--- src/pipe_pkg.sv ---
package pipe_pkg;

    // ==================================================
    // Line counts
    // ==================================================

    // Width of a length field and of the line counters.
    localparam int LEN_WIDTH = 16;

    // Unsigned line count for write and read lengths.
    typedef logic [LEN_WIDTH-1:0] len_t;

    // ==================================================
    // Configuration word
    // ==================================================

    // Width of the configuration word.
    localparam int CFG_WIDTH = 32;

    // Write length sits in bits 31..16.
    localparam int WLEN_LSB = 16;

    // Read length sits in bits 15..0.
    localparam int RLEN_LSB = 0;

endpackage

--- src/fifo_bram.sv ---
`timescale 1ns/1ps

module fifo_bram
#(
    parameter int DATA_WIDTH = 32,
    parameter int ADDR_WIDTH = 6,
    parameter int AF_MARGIN  = 4
)
(
    input  logic                  clk,
    input  logic                  reset,

    input  logic                  mem_we,
    input  logic [DATA_WIDTH-1:0] mem_wdata,

    input  logic                  mem_re,
    output logic [DATA_WIDTH-1:0] mem_rdata,

    output logic                  mem_empty,
    output logic                  mem_almostfull
);
    localparam int DEPTH = 1 << ADDR_WIDTH;

    // Occupancy thresholds at counter width.
    localparam logic [ADDR_WIDTH:0] FULL_CNT = (ADDR_WIDTH+1)'(DEPTH);
    localparam logic [ADDR_WIDTH:0] AF_CNT   = (ADDR_WIDTH+1)'(DEPTH - AF_MARGIN);

    logic [DATA_WIDTH-1:0] mem [DEPTH];

    logic [ADDR_WIDTH-1:0] wr_ptr;
    logic [ADDR_WIDTH-1:0] rd_ptr;
    logic [ADDR_WIDTH:0]   count;
    logic [ADDR_WIDTH:0]   count_next;

    logic do_write;
    logic do_read;

    // Writes when full and reads when empty are dropped.
    assign do_write = mem_we && (count != FULL_CNT);
    assign do_read  = mem_re && (count != '0);

    // ==================================================
    // Storage and registered read port
    // ==================================================

    always_ff @(posedge clk)
    begin
        if (do_write)
        begin
            mem[wr_ptr] <= mem_wdata;
        end
        if (do_read)
        begin
            mem_rdata <= mem[rd_ptr];
        end
    end

    // ==================================================
    // Pointers, occupancy and flags
    // ==================================================

    always_comb
    begin
        case ({do_write, do_read})
            2'b10:   count_next = count + 1'b1;
            2'b01:   count_next = count - 1'b1;
            default: count_next = count;
        endcase
    end

    always_ff @(posedge clk)
    begin
        if (reset)
        begin
            wr_ptr         <= '0;
            rd_ptr         <= '0;
            count          <= '0;
            mem_empty      <= 1'b1;
            mem_almostfull <= 1'b0;
        end
        else
        begin
            if (do_write)
            begin
                wr_ptr <= wr_ptr + 1'b1;
            end
            if (do_read)
            begin
                rd_ptr <= rd_ptr + 1'b1;
            end
            count          <= count_next;
            mem_empty      <= (count_next == '0);
            mem_almostfull <= (count_next >= AF_CNT);
        end
    end

endmodule

--- src/line_buffer.sv ---
`timescale 1ns/1ps

module line_buffer
#(
    parameter int DATA_WIDTH = 32,
    parameter int ADDR_WIDTH = 6,
    parameter int AF_MARGIN  = 4
)
(
    input  logic                           clk,
    input  logic                           reset,

    input  logic                           op_start,
    input  logic [pipe_pkg::CFG_WIDTH-1:0] cfg,

    input  logic                           in_we,
    input  logic [DATA_WIDTH-1:0]          in_data,
    output logic                           in_almostfull,

    input  logic                           out_almostfull,
    output logic                           out_we,
    output logic [DATA_WIDTH-1:0]          out_data,

    output logic                           op_done
);
    logic                  mem_we;
    logic [DATA_WIDTH-1:0] mem_wdata;
    logic                  mem_re;
    logic [DATA_WIDTH-1:0] mem_rdata;
    logic                  mem_empty;

    // ==================================================
    // Write side, memory, read side
    // ==================================================

    write_fifo #(
        .DATA_WIDTH (DATA_WIDTH)
    ) i_write_fifo (
        .clk       (clk),
        .reset     (reset),
        .op_start  (op_start),
        .cfg       (cfg),
        .in_we     (in_we),
        .in_data   (in_data),
        .mem_we    (mem_we),
        .mem_wdata (mem_wdata)
    );

    // Almost-full goes straight back upstream.
    fifo_bram #(
        .DATA_WIDTH (DATA_WIDTH),
        .ADDR_WIDTH (ADDR_WIDTH),
        .AF_MARGIN  (AF_MARGIN)
    ) i_fifo_bram (
        .clk            (clk),
        .reset          (reset),
        .mem_we         (mem_we),
        .mem_wdata      (mem_wdata),
        .mem_re         (mem_re),
        .mem_rdata      (mem_rdata),
        .mem_empty      (mem_empty),
        .mem_almostfull (in_almostfull)
    );

    read_fifo #(
        .DATA_WIDTH (DATA_WIDTH)
    ) i_read_fifo (
        .clk            (clk),
        .reset          (reset),
        .op_start       (op_start),
        .cfg            (cfg),
        .mem_empty      (mem_empty),
        .mem_rdata      (mem_rdata),
        .mem_re         (mem_re),
        .out_almostfull (out_almostfull),
        .out_we         (out_we),
        .out_data       (out_data),
        .op_done        (op_done)
    );

endmodule

--- src/read_fifo.sv ---
`timescale 1ns/1ps

module read_fifo
#(
    parameter int DATA_WIDTH = 32
)
(
    input  logic                           clk,
    input  logic                           reset,

    input  logic                           op_start,
    input  logic [pipe_pkg::CFG_WIDTH-1:0] cfg,

    input  logic                           mem_empty,
    input  logic [DATA_WIDTH-1:0]          mem_rdata,
    output logic                           mem_re,

    input  logic                           out_almostfull,
    output logic                           out_we,
    output logic [DATA_WIDTH-1:0]          out_data,

    output logic                           op_done
);
    import pipe_pkg::*;

    localparam logic ST_IDLE = 1'b0;
    localparam logic ST_SEND = 1'b1;

    logic state;

    len_t remaining;
    len_t cfg_rlen;
    logic pop;

    // Lower field of the configuration word.
    assign cfg_rlen = cfg[RLEN_LSB +: LEN_WIDTH];

    // Pop only with data present and room downstream.
    assign pop = (state == ST_SEND) && (remaining != '0)
                 && !mem_empty && !out_almostfull;

    assign mem_re = pop;

    // Read data arrives together with the delayed pop.
    assign out_data = mem_rdata;

    always_ff @(posedge clk)
    begin
        if (reset)
        begin
            state     <= ST_IDLE;
            remaining <= '0;
            out_we    <= 1'b0;
            op_done   <= 1'b0;
        end
        else
        begin
            out_we  <= pop;
            op_done <= pop && (remaining == len_t'(1));

            case (state)
                ST_IDLE:
                begin
                    if (op_start && cfg_rlen != '0)
                    begin
                        remaining <= cfg_rlen;
                        state     <= ST_SEND;
                    end
                end

                ST_SEND:
                begin
                    if (pop)
                    begin
                        remaining <= remaining - len_t'(1);
                    end
                    // Back to idle once the final line has left.
                    if (op_done)
                    begin
                        state <= ST_IDLE;
                    end
                end

                default:
                begin
                    state <= ST_IDLE;
                end
            endcase
        end
    end

endmodule

--- src/write_fifo.sv ---
`timescale 1ns/1ps

module write_fifo
#(
    parameter int DATA_WIDTH = 32
)
(
    input  logic                           clk,
    input  logic                           reset,

    input  logic                           op_start,
    input  logic [pipe_pkg::CFG_WIDTH-1:0] cfg,

    input  logic                           in_we,
    input  logic [DATA_WIDTH-1:0]          in_data,

    output logic                           mem_we,
    output logic [DATA_WIDTH-1:0]          mem_wdata
);
    import pipe_pkg::*;

    localparam logic ST_IDLE    = 1'b0;
    localparam logic ST_RECEIVE = 1'b1;

    logic state;

    len_t wr_length;
    len_t rx_count;
    len_t cfg_wlen;

    // Upper field of the configuration word.
    assign cfg_wlen = cfg[WLEN_LSB +: LEN_WIDTH];

    always_ff @(posedge clk)
    begin
        mem_wdata <= in_data;

        if (reset)
        begin
            state    <= ST_IDLE;
            mem_we   <= 1'b0;
            rx_count <= '0;
        end
        else
        begin
            mem_we <= 1'b0;
            case (state)
                ST_IDLE:
                begin
                    if (op_start)
                    begin
                        wr_length <= cfg_wlen;
                        rx_count  <= '0;
                        if (cfg_wlen != '0)
                        begin
                            state <= ST_RECEIVE;
                        end
                    end
                end

                ST_RECEIVE:
                begin
                    if (in_we && rx_count < wr_length)
                    begin
                        mem_we   <= 1'b1;
                        rx_count <= rx_count + len_t'(1);
                        // Writes after the last line are dropped.
                        if (rx_count == wr_length - len_t'(1))
                        begin
                            state <= ST_IDLE;
                        end
                    end
                end

                default:
                begin
                    state <= ST_IDLE;
                end
            endcase
        end
    end

endmodule
--- config.mk ---
export PLATFORM = sky130hd
export DESIGN_NAME = line_buffer
export DESIGN_NICKNAME = d
export VERILOG_FILES = /design/src/pipe_pkg.sv /design/src/fifo_bram.sv /design/src/line_buffer.sv /design/src/read_fifo.sv /design/src/write_fifo.sv
export SDC_FILE = /design/constraint.sdc
export NUM_CORES = 2
export LEC_CHECK = 0
export BUFFER_PORTS_ARGS = -buffer_cell sky130_fd_sc_hd__buf_4
export CAP_MARGIN = 10
export CELL_PAD_IN_SITES_DETAIL_PLACEMENT = 0
export CELL_PAD_IN_SITES_GLOBAL_PLACEMENT = 1
export CORE_ASPECT_RATIO = 1.5
export CORE_MARGIN = 1.5
export CORE_UTILIZATION = 51
export DETAILED_ROUTE_END_ITERATION = 10
export GPL_TIMING_DRIVEN = 0
export PLACE_DENSITY_LB_ADDON = 0.1
export SLEW_MARGIN = 20
export SYNTH_ARGS = -nofsm -noshare
export SYNTH_HDL_FRONTEND = slang
export SYNTH_HIERARCHICAL = 1
export SYNTH_SLANG_ARGS = --single-unit
--- constraint.sdc ---
create_clock -name clk -period 3.4 [get_ports clk]
set_clock_uncertainty 0.15 [all_clocks]
set_input_delay 0.34 -clock clk [delete_from_list [all_inputs] [get_ports clk]]
set_output_delay 0.34 -clock clk [all_outputs]
set_load 0.02 [all_outputs]
==> results.cfg <==
[setup_path]
timing.rr.start = i_fifo_bram/count[2]
worstPathRequired_ns = 3.83
max_stage_delay_ns = 0.75
crit_top_cell = buf_16
cp_max_fo = 15
crit_arrival_ns = 3.88
reg2reg_depth = 9
critPathKind = flop to flop
r2r_end = i_fifo_bram/mem[37][16]
r2r_setup_slack_ns = -0.05
cp-end-kind = flop
path_cells = or3_1 -> buf_4 -> o31a_4 -> and2_0 -> clkbuf_1 -> nand2_1 -> nor2_4 -> buf_16 -> buf_16
slowest_stage = nand2_1
cp-start-kind = flop
path_buf_inv = 4
critical_path.top_delay_family = simple AND/OR/NAND/NOR gates

[timing]
rsz0062_at_grt = true
min_period_over_period = 1.01
setup_viol = 23
worstMarginPinSlew_ns = 0.947
fin_setup_tns_ns = -0.586
slew_viol_final = 0
hold_ws_ns = 0.100
report.final.hold_viol_count = 0
fmax_mhz = 290
max_slew_margin = 0.367
final.min_clock_period_ns = 3.45
setup_ws_ns = -0.0466

[final_layout]
final_cell_area_um2 = 99900
final_net_count = 4329
area_growth_pct = 18.4
drive_gt1_frac = 0.357
fin_util = 0.608
fin_cells = 6609

[detailed_routing]
drt-pass1-iter-count = 7
routed_via_density = 6.14
totalWireLength_um = 225000
drc = 0
drtAntennaViolNets = 0
post_drt_wl_per_cell_um = 34.1
drtIter0Drc = 4188
via_count = 40600

[global_route]
grt_util_all_layers = 0.274
grt_pass1_vias = 41800
grt_overflow = 0
grt_max_degree = 65
antenna_found_initial = 22
grt_pass1_wl_um = 316000

[logic_synthesis]
synth-seq-cells = 2186
synthArstFlopShare = 0
avgSynthCellArea_um2 = 23.3
synth-edff-count = 2096
ys_seq_area_frac = 0.767
yosysUniqueCellTypes = 75
syn_nets = 3718
yosys_warnings = 6
synth_ff_type = edfxtp_1
netlist_instances = 3625
syn_area_um2 = 84400

[clocking]
cts_sinks = 2186
cts_htree_levels = 4
cts_made_buffers = 199
max-clock-path-buffers = 3
insertion_delay_ns = 0.83
clockRootBuffer = clkbuf_16
clkTransAtPathRegs_ns = 0.06
cts_tree = built

[placed_design]
numPlacedInstances = 6043
io_buffers = 103
hpwl_um = 150000
dpl_cell_area_um2 = 91000
place_congestion = 0.873

[floorplan]
coreArea_um2 = 164000
die_x_um = 335
die-area_um2 = 168000
start_util = 0.514
die_y_um = 501
io_pins = 104
fp-row-count = 182

[pwr]
swShare = 0.199
p_leak_nw = 30.6
p_int_mw = 42.0
p_per_area_nw_per_um2 = 525
combPwrFrac = 0.018
worst_ir_drop_vdd_uv = 519
seqPwrFrac = 0.569
p_sw_mw = 10.4
pwr-share-clk = 0.413

[run_status]
violations = setup timing
outcome = finished with violations

[hold_path]
hp-start = cfg[25]
whs_endpoint = i_write_fifo/wr_length[9]
hold_depth = 2
hold_class = input port to flop

[flow_run]
maxCapViolCount = 0
cell usage in the layout, fill, tap and decap left out, types with 9 or more instances in the layout:
cell type / n
nor2b_1: 16
clkinvlp_4: 9
o21ai_1: 15
buf_12: 98
nand2b_1: 17
edfxtp_1: 2096
clkbuf_1: 93
mux4_2: 672
nor2_1: 43
clkbuf_16: 205
clkbuf_2: 47
nor4_1: 15
o21ai_0: 16
clkbuf_8: 11
nand3_1: 22
buf_8: 9
buf_4: 233
buf_16: 39
clkinv_1: 35
inv_1: 27
nand2_1: 39
clkbuf_4: 17
mux2i_1: 16
buf_6: 20
a21oi_1: 41
o32ai_1: 9
xor2_1: 13
xnor2_1: 15
clkinv_2: 33
nor2_4: 63
dfxtp_4: 32
dlygate4sd3_1: 103
ha_1: 21
buf_2: 10
nand4_1: 18
dfxtp_1: 54
bufinv_16: 13
synthesized netlist by cell type, types with 5 or more instances:
| cell | count | area (um^2) |
|---|---|---|
| inv_1 | 30 | 113 |
| o21ai_0 | 17 | 85.1 |
| nor2_1 | 107 | 402 |
| and3_1 | 7 | 43.8 |
| edfxtp_1 | 2096 | 62900 |
| xnor2_1 | 16 | 140 |
| buf_4 | 39 | 293 |
| mux2i_1 | 16 | 160 |
| dfxtp_1 | 90 | 1800 |
| buf_1 | 15 | 56.3 |
| or3_1 | 9 | 56.3 |
| mux4_2 | 672 | 15100 |
| nand2_1 | 45 | 169 |
| nand3_1 | 24 | 120 |
| buf_6 | 7 | 78.8 |
| o31ai_1 | 6 | 45.0 |
| ha_1 | 24 | 300 |
| o32ai_1 | 9 | 78.8 |
| a31oi_1 | 5 | 31.3 |
| clkbuf_1 | 111 | 417 |
| nor2b_1 | 16 | 100 |
| o31a_1 | 6 | 52.6 |
| a21o_1 | 7 | 52.6 |
| nor4_1 | 15 | 93.8 |
| nand4_1 | 18 | 113 |
| nand2b_1 | 17 | 106 |
| nor3_1 | 10 | 50.1 |
| xor2_1 | 14 | 123 |
| o21ai_1 | 14 | 70.1 |
| a21oi_1 | 41 | 205 |
| buf_2 | 48 | 240 |
| nand3b_1 | 5 | 37.5 |
logic make-up (layout without fill, tap and decap cells):
logic type | Yosys count | after routing | share of synthesized area
muxes | 690 | 690 | 0.182
buffers and inverters | 250 | 1018 | 0.0142
adders and majority gates | 24 | 24 | 0.00356
xor gates and xnor gates | 30 | 30 | 0.00311
and+or+nand+nor | 307 | 307 | 0.0193
DFF | 2186 | 2186 | 0.767
AOI/OAI and AO/OA | 138 | 138 | 0.0112
other | 0 | 8 | 0
layout make-up:
cell class                      count  area, um^2
Antenna cell                        8        20.0
Buffer                            219        1540
Clock buffer                      264        5400
Clock inverter                     94         791
Fill cell                       11300       64300
Inverter                           30         119
Multi-Input combinational cell   1189       19100
Sequential cell                  2186       64900
Tap cell                         2208        2760
Timing Repair Buffer              411        5330
worst max-delay path by stage:
stage                           from                        end  slack, ns  cells after the start
2_1_floorplan   i_fifo_bram/count[2]     i_fifo_bram/mem[55][0]      -0.10                      8
3_3_place_gp    i_fifo_bram/count[2]    i_fifo_bram/mem[43][18]      -2.69                      8
3_5_place_dp   i_fifo_bram/rd_ptr[1]  i_fifo_bram/mem_rdata[27]      -1.41                      6
4_1_cts         i_fifo_bram/count[1]    i_fifo_bram/mem[37][16]      0.008                      9
5_1_grt         i_fifo_bram/count[0]    i_fifo_bram/mem[37][27]      -0.09                      9
6_report        i_fifo_bram/count[2]    i_fifo_bram/mem[37][16]      -0.05                      9
through the flow:
stage                     setup slack (ns)  total power [mW]
after global placement               -2.69              31.2
after floorplan                     -0.102              30.7
final                              -0.0466              52.4
after detailed placement             -1.41              31.2
after CTS                          0.00805              52.8
after global routing               -0.0912              53.8
sequential cells by signal, indices dropped and copies added, names as in the netlist:
register and count:
i_fifo_bram/mem 2048, i_fifo_bram/mem_rdata 32, i_write_fifo/mem_wdata 32, i_read_fifo/remaining 16, i_write_fifo/rx_count 16, i_write_fifo/wr_length 16
i_fifo_bram/count 7, i_fifo_bram/rd_ptr 6, i_fifo_bram/wr_ptr 6, i_fifo_bram/mem_almostfull 1, i_fifo_bram/mem_empty 1, i_read_fifo/op_done 1
i_read_fifo/out_we 1, i_read_fifo/state 1, i_write_fifo/mem_we 1, i_write_fifo/state 1
power by group through the flow:
stage                     sequential [mW]  combinational, mW  clock (mW)
after floorplan                      30.3              0.310           0
after global placement               30.6              0.525           0
after detailed placement             30.4              0.819           0
after CTS                            29.8              0.929        22.1
after global routing                 29.8               1.01        23.0
final                                29.8              0.942        21.7
timing repair:
action | 4_1_cts | 5_1_grt
pin swaps | 44 | 6
hold buffers | 103 | 0
hold endpoints to repair | 71 | 0
setup endpoints to repair | 1960 | 84
buffers inserted | 90 | 8
gates cloned | 0 | 0
resized for setup | 198 | 28
metal layers:
metal  part of all wire  global-route usage  vias to the layer above
li1                   -                   -                    16700
met5            0.00067                   0                        -
met1               0.36               0.335                    22000
met4              0.046               0.117                       16
met3              0.065              0.0446                      391
met2               0.53               0.483                     1481
No activity file was read; power rests on OpenSTA's default activity.
